<file path="config.mk">
export PLATFORM = sky130hd
export DESIGN_NAME = ooo_core
export DESIGN_NICKNAME = d
export VERILOG_FILES = /design/src/ooo_pkg.sv /design/src/rename_table.sv /design/src/reservation_station.sv /design/src/execute_units.sv /design/src/ooo_core.sv
export SDC_FILE = /design/constraint.sdc
export NUM_CORES = 1
export LEC_CHECK = 0
export BUFFER_PORTS_ARGS = -buffer_cell sky130_fd_sc_hd__buf_2
export CAP_MARGIN = 20
export CORE_UTILIZATION = 35
export CTS_BUF_LIST = sky130_fd_sc_hd__clkbuf_8
export DETAILED_ROUTE_END_ITERATION = 7
export PLACE_DENSITY_LB_ADDON = 0.3
export SYNTH_ARGS = -nofsm -noshare
export SYNTH_HDL_FRONTEND = slang
export SYNTH_SLANG_ARGS = --single-unit
</file>
<file path="constraint.sdc">
create_clock -name clock -period 23.4 [get_ports clock]
set_clock_uncertainty 0.05 [all_clocks]
set_input_delay 3.51 -clock clock [delete_from_list [all_inputs] [get_ports clock]]
set_output_delay 3.51 -clock clock [all_outputs]
set_load 0.005 [all_outputs]
</file>
<file path="src/ooo_pkg.sv">
`default_nettype none

package ooo_pkg;

    // Operation codes of the toy integer set
    typedef enum logic [2:0] {
        op_li  = 3'd0,
        op_add = 3'd1,
        op_sub = 3'd2,
        op_and = 3'd3,
        op_mul = 3'd4
    } op_t;

    // Architectural register index, eight registers
    typedef logic [2:0] reg_idx_t;

    // Data word
    typedef logic [15:0] word_t;

    // Station entry tag, zero means the value is already present
    typedef logic [2:0] rs_tag_t;

    // Decoded instruction as presented at dispatch
    typedef struct packed {
        op_t      op;
        reg_idx_t dest;
        reg_idx_t src1;
        reg_idx_t src2;
        word_t    imm;
    } dispatch_t;

    // Source operand, either a value or the tag of its producer
    typedef struct packed {
        logic    ready;
        rs_tag_t tag;
        word_t   value;
    } operand_t;

    // Common data bus, one result per cycle
    typedef struct packed {
        logic     valid;
        rs_tag_t  tag;
        reg_idx_t dest;
        word_t    value;
    } cdb_t;

    // One issue slot towards the execute units
    typedef struct packed {
        logic     valid;
        rs_tag_t  tag;
        reg_idx_t dest;
        op_t      op;
        word_t    value_a;
        word_t    value_b;
    } issue_t;

    // Multiply class goes to the pipelined unit, all else to the ALU
    function automatic logic is_mul_op(input op_t op);
        return op == op_mul;
    endfunction

endpackage

`default_nettype wire

</file>
<file path="src/rename_table.sv">
`timescale 1ns/10ps
`default_nettype none

module rename_table (
    input  logic               clock,
    input  logic               reset,
    input  logic               dispatch_strobe,
    input  logic               dispatch_accept,
    input  ooo_pkg::dispatch_t dispatch,
    input  ooo_pkg::rs_tag_t   alloc_tag,
    input  ooo_pkg::cdb_t      cdb,
    output ooo_pkg::operand_t  operand_a,
    output ooo_pkg::operand_t  operand_b,
    input  ooo_pkg::reg_idx_t  read_index,
    output ooo_pkg::word_t     read_value
);
    import ooo_pkg::*;

    localparam int n_regs = 8;

    word_t   reg_values [n_regs];
    rs_tag_t reg_tags [n_regs];

    // Resolve one source, bypassing a result that is on the CDB right now
    function automatic operand_t lookup(input reg_idx_t index);
        operand_t result;
        result.ready = 1'b0;
        result.tag   = reg_tags[index];
        result.value = reg_values[index];
        if (reg_tags[index] == '0) begin
            result.ready = 1'b1;
        end else if (cdb.valid && cdb.tag == reg_tags[index]) begin
            result.ready = 1'b1;
            result.tag   = '0;
            result.value = cdb.value;
        end
        return result;
    endfunction

    always_comb begin
        operand_a = lookup(dispatch.src1);
        operand_b = lookup(dispatch.src2);
    end

    assign read_value = reg_values[read_index];

    always_ff @(posedge clock or posedge reset) begin
        if (reset) begin
            for (int i = 0; i < n_regs; i++) begin
                reg_values[i] <= '0;
                reg_tags[i]   <= '0;
            end
        end else begin
            // Retire only if no younger writer has renamed the register since
            if (cdb.valid && reg_tags[cdb.dest] == cdb.tag) begin
                reg_values[cdb.dest] <= cdb.value;
                reg_tags[cdb.dest]   <= '0;
            end
            // Rename comes last so a new producer wins over a retiring one
            if (dispatch_strobe && dispatch_accept) begin
                reg_tags[dispatch.dest] <= alloc_tag;
            end
        end
    end

endmodule

`default_nettype wire

</file>
<file path="src/reservation_station.sv">
`timescale 1ns/10ps
`default_nettype none

module reservation_station #(
    parameter int alu_entries = 2,
    parameter int mul_entries = 2,
    parameter int mul_stages  = 3
) (
    input  logic                   clock,
    input  logic                   reset,
    input  logic                   dispatch_strobe,
    input  ooo_pkg::dispatch_t     dispatch,
    input  ooo_pkg::operand_t      operand_a,
    input  ooo_pkg::operand_t      operand_b,
    input  ooo_pkg::cdb_t          cdb,
    output logic                   dispatch_accept,
    output ooo_pkg::rs_tag_t       alloc_tag,
    output ooo_pkg::issue_t [1:0]  issue
);
    import ooo_pkg::*;

    // Tags run 1..n_entries and must fit rs_tag_t, so at most 7 entries
    // ALU entries come first, multiply entries follow
    localparam int n_entries = alu_entries + mul_entries;

    typedef struct packed {
        logic     busy;
        logic     issued;
        op_t      op;
        reg_idx_t dest;
        operand_t a;
        operand_t b;
    } entry_t;

    entry_t               entries [n_entries];
    logic [n_entries-1:0] ready;
    logic                 dispatch_mul;
    operand_t             capture_a;
    operand_t             capture_b;
    issue_t               alu_pick;
    issue_t               mul_pick;
    logic                 alu_blocked;
    // Bit k set means a multiply issued k+1 edges ago
    logic [mul_stages-2:0] mul_history;

    function automatic rs_tag_t tag_of(input int index);
        return rs_tag_t'(index + 1);
    endfunction

    function automatic issue_t to_issue(input entry_t e, input int index);
        issue_t result;
        result.valid   = 1'b1;
        result.tag     = tag_of(index);
        result.dest    = e.dest;
        result.op      = e.op;
        result.value_a = e.a.value;
        result.value_b = e.b.value;
        return result;
    endfunction

    // Lowest free entry of the instruction's class, tag zero when full
    always_comb begin
        dispatch_mul = is_mul_op(dispatch.op);
        alloc_tag    = '0;
        for (int i = n_entries - 1; i >= 0; i--) begin
            if (!entries[i].busy && ((i >= alu_entries) == dispatch_mul)) begin
                alloc_tag = tag_of(i);
            end
        end
    end

    assign dispatch_accept = (alloc_tag != '0);

    // Load-immediate carries its value in imm, b is unused
    always_comb begin
        capture_a = operand_a;
        capture_b = operand_b;
        if (dispatch.op == op_li) begin
            capture_a = '{ready: 1'b1, tag: '0, value: dispatch.imm};
            capture_b = '{ready: 1'b1, tag: '0, value: '0};
        end
    end

    always_comb begin
        for (int i = 0; i < n_entries; i++) begin
            ready[i] = entries[i].busy && !entries[i].issued &&
                       entries[i].a.ready && entries[i].b.ready;
        end
    end

    // An ALU result issued now lands on the same edge as a multiply
    // issued mul_stages-1 edges back
    assign alu_blocked = mul_history[mul_stages-2];

    // Oldest-ready here means lowest tag within the class
    always_comb begin
        alu_pick = '0;
        mul_pick = '0;
        for (int i = alu_entries - 1; i >= 0; i--) begin
            if (ready[i] && !alu_blocked) begin
                alu_pick = to_issue(entries[i], i);
            end
        end
        for (int i = n_entries - 1; i >= alu_entries; i--) begin
            if (ready[i]) begin
                mul_pick = to_issue(entries[i], i);
            end
        end
    end

    // Slot 0 feeds the ALU, slot 1 the multiplier
    always_ff @(posedge clock or posedge reset) begin
        if (reset) begin
            issue       <= '0;
            mul_history <= '0;
        end else begin
            issue[0]       <= alu_pick;
            issue[1]       <= mul_pick;
            mul_history[0] <= mul_pick.valid;
            for (int k = 1; k < mul_stages - 1; k++) begin
                mul_history[k] <= mul_history[k-1];
            end
        end
    end

    always_ff @(posedge clock or posedge reset) begin
        if (reset) begin
            for (int i = 0; i < n_entries; i++) begin
                entries[i].busy   <= 1'b0;
                entries[i].issued <= 1'b0;
            end
        end else begin
            for (int i = 0; i < n_entries; i++) begin
                // Own result broadcast frees the entry
                if (cdb.valid && cdb.tag == tag_of(i)) begin
                    entries[i].busy   <= 1'b0;
                    entries[i].issued <= 1'b0;
                end
                if (alu_pick.tag == tag_of(i) || mul_pick.tag == tag_of(i)) begin
                    entries[i].issued <= 1'b1;
                end
                // Wakeup of waiting operands
                if (!entries[i].a.ready && cdb.valid && cdb.tag == entries[i].a.tag) begin
                    entries[i].a <= '{ready: 1'b1, tag: '0, value: cdb.value};
                end
                if (!entries[i].b.ready && cdb.valid && cdb.tag == entries[i].b.tag) begin
                    entries[i].b <= '{ready: 1'b1, tag: '0, value: cdb.value};
                end
                if (dispatch_strobe && alloc_tag == tag_of(i)) begin
                    entries[i] <= '{busy: 1'b1, issued: 1'b0, op: dispatch.op,
                                    dest: dispatch.dest, a: capture_a, b: capture_b};
                end
            end
        end
    end

endmodule

`default_nettype wire

</file>
<file path="src/execute_units.sv">
`timescale 1ns/10ps
`default_nettype none

module execute_units #(
    parameter int mul_stages = 3
) (
    input  logic                  clock,
    input  logic                  reset,
    input  ooo_pkg::issue_t [1:0] issue,
    output ooo_pkg::cdb_t         cdb
);
    import ooo_pkg::*;

    word_t alu_result;
    word_t mul_product;
    // The CDB register is the last multiply stage
    cdb_t  mul_pipe [mul_stages-1];

    always_comb begin
        case (issue[0].op)
            op_li:   alu_result = issue[0].value_a;
            op_add:  alu_result = issue[0].value_a + issue[0].value_b;
            op_sub:  alu_result = issue[0].value_a - issue[0].value_b;
            op_and:  alu_result = issue[0].value_a & issue[0].value_b;
            default: alu_result = issue[0].value_a;
        endcase
    end

    // Low half of the product only
    assign mul_product = issue[1].value_a * issue[1].value_b;

    always_ff @(posedge clock or posedge reset) begin
        if (reset) begin
            for (int k = 0; k < mul_stages - 1; k++) begin
                mul_pipe[k].valid <= 1'b0;
            end
        end else begin
            mul_pipe[0] <= '{valid: issue[1].valid, tag: issue[1].tag,
                             dest: issue[1].dest, value: mul_product};
            for (int k = 1; k < mul_stages - 1; k++) begin
                mul_pipe[k] <= mul_pipe[k-1];
            end
        end
    end

    // At most one of the two completes on a given edge
    always_ff @(posedge clock or posedge reset) begin
        if (reset) begin
            cdb <= '0;
        end else if (mul_pipe[mul_stages-2].valid) begin
            cdb <= mul_pipe[mul_stages-2];
        end else if (issue[0].valid) begin
            cdb <= '{valid: 1'b1, tag: issue[0].tag, dest: issue[0].dest, value: alu_result};
        end else begin
            cdb <= '0;
        end
    end

endmodule

`default_nettype wire

</file>
<file path="src/ooo_core.sv">
`timescale 1ns/10ps
`default_nettype none

module ooo_core #(
    parameter int alu_entries = 2,
    parameter int mul_entries = 2,
    parameter int mul_stages  = 3
) (
    input  logic               clock,
    input  logic               reset,
    input  logic               dispatch_strobe,
    input  ooo_pkg::dispatch_t dispatch,
    output logic               dispatch_accept,
    output ooo_pkg::cdb_t      cdb,
    input  ooo_pkg::reg_idx_t  read_index,
    output ooo_pkg::word_t     read_value
);
    import ooo_pkg::*;

    operand_t     operand_a;
    operand_t     operand_b;
    rs_tag_t      alloc_tag;
    issue_t [1:0] issue;

    rename_table i_rename_table (
        .clock           (clock),
        .reset           (reset),
        .dispatch_strobe (dispatch_strobe),
        .dispatch_accept (dispatch_accept),
        .dispatch        (dispatch),
        .alloc_tag       (alloc_tag),
        .cdb             (cdb),
        .operand_a       (operand_a),
        .operand_b       (operand_b),
        .read_index      (read_index),
        .read_value      (read_value)
    );

    reservation_station #(
        .alu_entries (alu_entries),
        .mul_entries (mul_entries),
        .mul_stages  (mul_stages)
    ) i_reservation_station (
        .clock           (clock),
        .reset           (reset),
        .dispatch_strobe (dispatch_strobe),
        .dispatch        (dispatch),
        .operand_a       (operand_a),
        .operand_b       (operand_b),
        .cdb             (cdb),
        .dispatch_accept (dispatch_accept),
        .alloc_tag       (alloc_tag),
        .issue           (issue)
    );

    // Registered CDB loops back into the station and the rename table
    execute_units #(
        .mul_stages (mul_stages)
    ) i_execute_units (
        .clock (clock),
        .reset (reset),
        .issue (issue),
        .cdb   (cdb)
    );

endmodule

`default_nettype wire

</file>
Word level (Yosys, flattened, before mapping):

Cells that the tools add are included.

* register bits after elaboration: 496
* output and inout bits: 40
* word-level logic and storage cells: 299
* input bits: 34

* add/sub/neg operators: 2
* multiply operators: 1
* $lt $le $gt $ge: 7
* bitwise gates (word level): 10
* multiplexer cells: 67
* equality and inequality tests: 31
* reduce and logical (&&, ||, !) cells: 101

Operator list (number)
* 2-to-1 mux 20 bit: 12
* 2-to-1 mux 48 bit: 4
* 2-to-1 mux 42 bit: 4
* binary-select mux 16 bit (select 3 bit): 3
* bitwise mux 128 bit: 1
* 2-to-1 mux 16 bit: 7
* demux 16 bit (select 3 bit): 1
* logical AND 1 bit: 48
* 2-to-1 mux 24 bit: 2
* one-hot mux 16 bit (3 select lines): 1
* 2-to-1 mux 23 bit: 2
* 2-to-1 mux 19 bit: 2
* 2-to-1 mux 3 bit: 12
* equality test 3 bit: 11
* equality test 3 x 2 -> 1 bit, second input constant: 10
* binary-select mux 3 bit (select 3 bit): 3
* bitwise AND 24 bit: 1
* bitwise mux 24 bit: 1
* NOT 24 bit: 1
* AND reduction 2 bit: 12
* nonzero test 2 bit: 12
* >= comparator 4 bit, second input constant: 5
* NOT 3 -> 4 bit: 5
* demux 3 bit (select 3 bit): 2
* other kinds (14): 57

Depth between registers and ports, before layout:

* word-level depth: 11
* mapped depth: 20

By module:

A second synthesis with hierarchy kept.

* cells, all modules: 2306
* area, all modules: 28790.1 um^2

By module, submodules not included
* reservation_station: area an instance 10744.1 um^2, cells each 770, sequential area each 7802.5 um^2, times used 1
* rename_table: area an instance 10376.2 um^2, cells each 725, sequential area each 3803.6 um^2, times used 1
* execute_units: area an instance 7669.9 um^2, cells each 811, sequential area each 1946.9 um^2, times used 1

Worst setup path before layout:

No wires, ideal clock.

* path type: input-to-reg
* start point: input port reset
* end point: register i_execute_units.mul_pipe[0] in the netlist's numbering (enable)
* required time: 22.679 ns
* setup time: 0.671 ns
* slack: 12.760 ns
* cell stages on the path: 2
* buffers on the path: 1
* arrival: 9.919 ns
* cells stage by stage: clkbuf_1 -> inv_1

RTL lines
* start, declared: RTL line ooo_core.sv:10 `input logic reset,`
* end signal, assigned by index: RTL line execute_units.sv:41 `mul_pipe[k] <= mul_pipe[k-1];`
* end, declared: RTL line execute_units.sv:17 `cdb_t mul_pipe [mul_stages-1];`

No word-level cell between the ends.

Final worst setup path:

* start point: input port read_index[0]
* end point: output port read_value[6]

* cells in the longest elaborated chain, start to end: 4

Ends and longest elaborated chain
* start, declared: RTL line ooo_core.sv:15 `input ooo_pkg::reg_idx_t read_index,`
* NOT 3 -> 4 bit (implied by the code): RTL line rename_table.sv:45 `assign read_value = reg_values[read_index];`
* binary-select mux 16 bit (select 3 bit): RTL line rename_table.sv:45
* 2-to-1 mux 16 bit (implied by the code) (2 in a row): RTL line rename_table.sv:45
* end, declared: RTL line ooo_core.sv:16 `output ooo_pkg::word_t read_value`

Every way passes these cells. The select of a mux whose other input is x is not followed.

==> results.md <==
- Synth unique cells: 80
- Maximum clock path buffer count: 3
- Worst path required time: 19840 ps
- Ys async rst share: 54.5%
- Fin. max-slew vios: 0
- CP Cell Sequence: buf_2, buf_4, mux4_2, mux2_2, buf_2
- Routed wire per std cell: 23.1 microns
- Pwr per Cell Area: 85.0 nW/um^2
- Hold Buf Count CTS: 0
- Synth-to-Final Area Change: 11.8%
- Fin crit period: 8750 ps
- Die Wd: 285 microns
- Final hold vios: 0
- # rows: 103
- Leakage: 0.0130 uW
- Clk_lat worst skew: 690 ps
- Post-CTS sizing: 0
- Post-synth EDFFs: 220
- Clock sinks: 484
- Largest net degree at the start of global routing: 110
- PortBufs: 73
- Final antenna-violating net count: 0
- Gr usage total: 19.7%
- Worst VDD drop: 0.0423 mV
- Starting Density: 35.4%
- First-pass GRT wire length: 122000 microns
- Placed inst area: 29400 sq um
- CTS Buf Count: 85
- CP max-delay cell: mux4_2
- Setup_tns: 0 ps
- Startpoint Class: primary input
- Final worst-path cycle share: 37.4%
- Core box area: 79000 sq um
- Synth area leaders: dfrtp_1, edfxtp_1, mux4_2, fa_1, a22o_1
- DR vias: 19400
- Worst Max-Slew Pin Slew: 1090 ps
- Met3 usage: 4.45%
- Mapped Nets: 2446
- Max stage delay on crit path: 590 ps
- Fmax: 114 MHz
- Top FF cell, synth: dfrtp_1
- Rel. slew slack: 27.3%
- Failing checks: design-rule violations
- Grt ovf: 0
- Die ar.: 81000 sq um
- Status: complete, but fails checks
- Pwr Total: 2660 uW
- Drt drc: 11
- Syn Area/Cell: 12.3 sq um
- Final setup viols: 0
- Initial antenna violation count: 3
- Final nets: 2511
- GR Util met2: 29.9%
- Synth Cell Area: 28000 sq um
- Layout Utilization: 39.6%
- Clock transition at path regs: 60 ps
- Top cell type's share of synthesized area: 23.6%
- CP top delay family: multiplexers
- Crit Path Category: primary input to output pin
- Vias in the first global route: 19600
- CP max FO: 32
- Routability Congestion: 0.858
- Sequential share of the synthesized area: 47.2%
- Top cell by count, worst path: buf_2
- Setup bufs post-CTS: 0
- Register bit total from synthesis: 484
- Design Area, Final: 31300 sq um
- Post-Place Cells: 3285
- Synth cell count leaders: dfrtp_1, edfxtp_1, nand2_1
- Detailed Routing Iterations Pass 1: 8
- RSZ-0062 raised after global routing: false
- Max Cap Viol: 0
- Detailed-placement wirelength estimate: 55200 microns
- Post-synth top area cell: dfrtp_1
- CTS root buf: clkbuf_8
- CTS HTree Levels: 3
- Post-Synthesis Cells: 2265
- Most frequent cell after synthesis: dfrtp_1
- CTS tree: built
- Worst min-delay path class: flop to flop
- Layer with the highest usage: met2
- Share of cells above drive strength 1: 21.3%
- Starting DRT DRC Count: 1859
- DRT Wirelength: 79600 microns
- Post-route insts no fill: 3452
- Yosys warns: 0
- Worst path arrival time: 5190 ps
- GR Util met1: 27.9%
- Vias per cell: 5.61
- CP bufs+invs: 3
- Crit end category: output pin
- Die height: 285 microns
- I/O pin total: 74
==> flip-flops by register name, summed over array words and instances, names as in the netlist <==
| register | flops |
|---|---|
| i_reservation_station.issue | 78 |
| i_execute_units.mul_pipe | 44 |
| i_rename_table.reg_values | 128 |
| i_execute_units.cdb | 23 |
| i_reservation_station.mul_history | 1 |
| i_reservation_station.entries | 186 |
| i_rename_table.reg_tags | 24 |
==> layout make-up <==
cell class                 instances  area (sq um)
clock buffer                      99          1360
inverter                         142           541
timing repair buffer             131           871
tap                             1050          1310
sequential                       484         13200
clock inverter                    57           422
antenna                            3          7.51
fill                            7464         47700
multi-input combinational       1486         13500
==> worst register-to-register path, delay by kind of cell, from the launching register on <==
| family | cells | cell delay (ps) |
|---|---|---|
| adders and majority gates | 7 | 3380 |
| AOI/OAI and AO/OA | 3 | 950 |
| DFF | 1 | 840 |
| and+or+nand+nor | 2 | 390 |
| buffers and inverters | 3 | 160 |
| xor gates and xnor gates | 1 | 150 |
==> final timing paths <==
path	start	end	slack (ps)	cells after the start
max in group asynchronous	reset	i_rename_table.reg_values[56]$_DFFE_PP0P_	17870	4
max reg2reg	i_reservation_station.issue[44]$_DFF_PP0_	i_execute_units.mul_pipe[38]$_DFFE_PN_	17190	16
min reg2reg	i_reservation_station.mul_history[0]$_DFF_PP0_	i_execute_units.mul_pipe[45]$_DFF_PP0_	310	0
max	read_index[0]	read_value[6]	14650	5
min in group asynchronous	reset	i_execute_units.cdb[16]$_DFF_PP0_	3140	2
min	i_reservation_station.mul_history[0]$_DFF_PP0_	i_execute_units.mul_pipe[45]$_DFF_PP0_	310	0
==> layer usage <==
metal	routed length (microns)	up-vias	part of all wire (%)
li1	-	8456	-
met1	35100	9931	44
met2	35900	858	45
met3	6640	135	8.3
met4	1960	0	2.5
met5	0	-	0
==> cells by family (layout without fill, tap and decap cells) <==
logic type,count (synthesis),after routing,synth area share (%)
buf+inv,295,429,4.58
mux,275,275,15.6
fa+ha+maj,147,147,8.75
flops,484,484,47.2
other cells,0,3,0
compound gates,417,417,10.9
xor+xnor,99,99,3.15
simple gates,548,548,9.74
==> power by group <==
group | switching (uW) | internal [uW] | leakage [uW]
logic | 445 | 308 | 0.00632
clock network | 363 | 454 | 0.00103
registers | 95.5 | 993 | 0.00568
==> through the flow <==
step	hold WS, ps	setup slack [ps]
after global placement	291	14420
after detailed placement	291	14420
final	310	14650
after floorplan	281	11270
after CTS	311	14420
after global routing	320	14550
==> cell usage in the layout (no fill, tap or decap), types with 7 or more instances in the layout <==
cell | netlist | routed
a21o_1 | 11 | 11
a21oi_1 | 42 | 42
a222oi_1 | 32 | 32
a22o_1 | 145 | 145
and2_1 | 73 | 73
buf_2 | 17 | 73
buf_4 | 8 | 47
buf_8 | 0 | 8
clkbuf_8 | 0 | 100
clkinv_2 | 0 | 7
dfrtp_1 | 264 | 264
edfxtp_1 | 220 | 220
fa_1 | 81 | 81
ha_1 | 66 | 66
inv_1 | 141 | 173
mux2_2 | 79 | 79
mux2_4 | 35 | 35
mux2i_1 | 53 | 53
mux4_2 | 106 | 106
nand2_1 | 197 | 197
nand2b_1 | 16 | 16
nand3_1 | 48 | 48
nand3b_1 | 9 | 9
nand4_1 | 14 | 14
nor2_1 | 107 | 105
nor2b_1 | 10 | 10
nor3_1 | 27 | 26
o21ai_0 | 58 | 58
o21ai_1 | 49 | 49
o22ai_1 | 23 | 15
o22ai_2 | 0 | 8
or2_2 | 7 | 7
xnor2_1 | 70 | 70
xor2_1 | 27 | 27
Note: power is estimated with default switching activity, not from simulation.
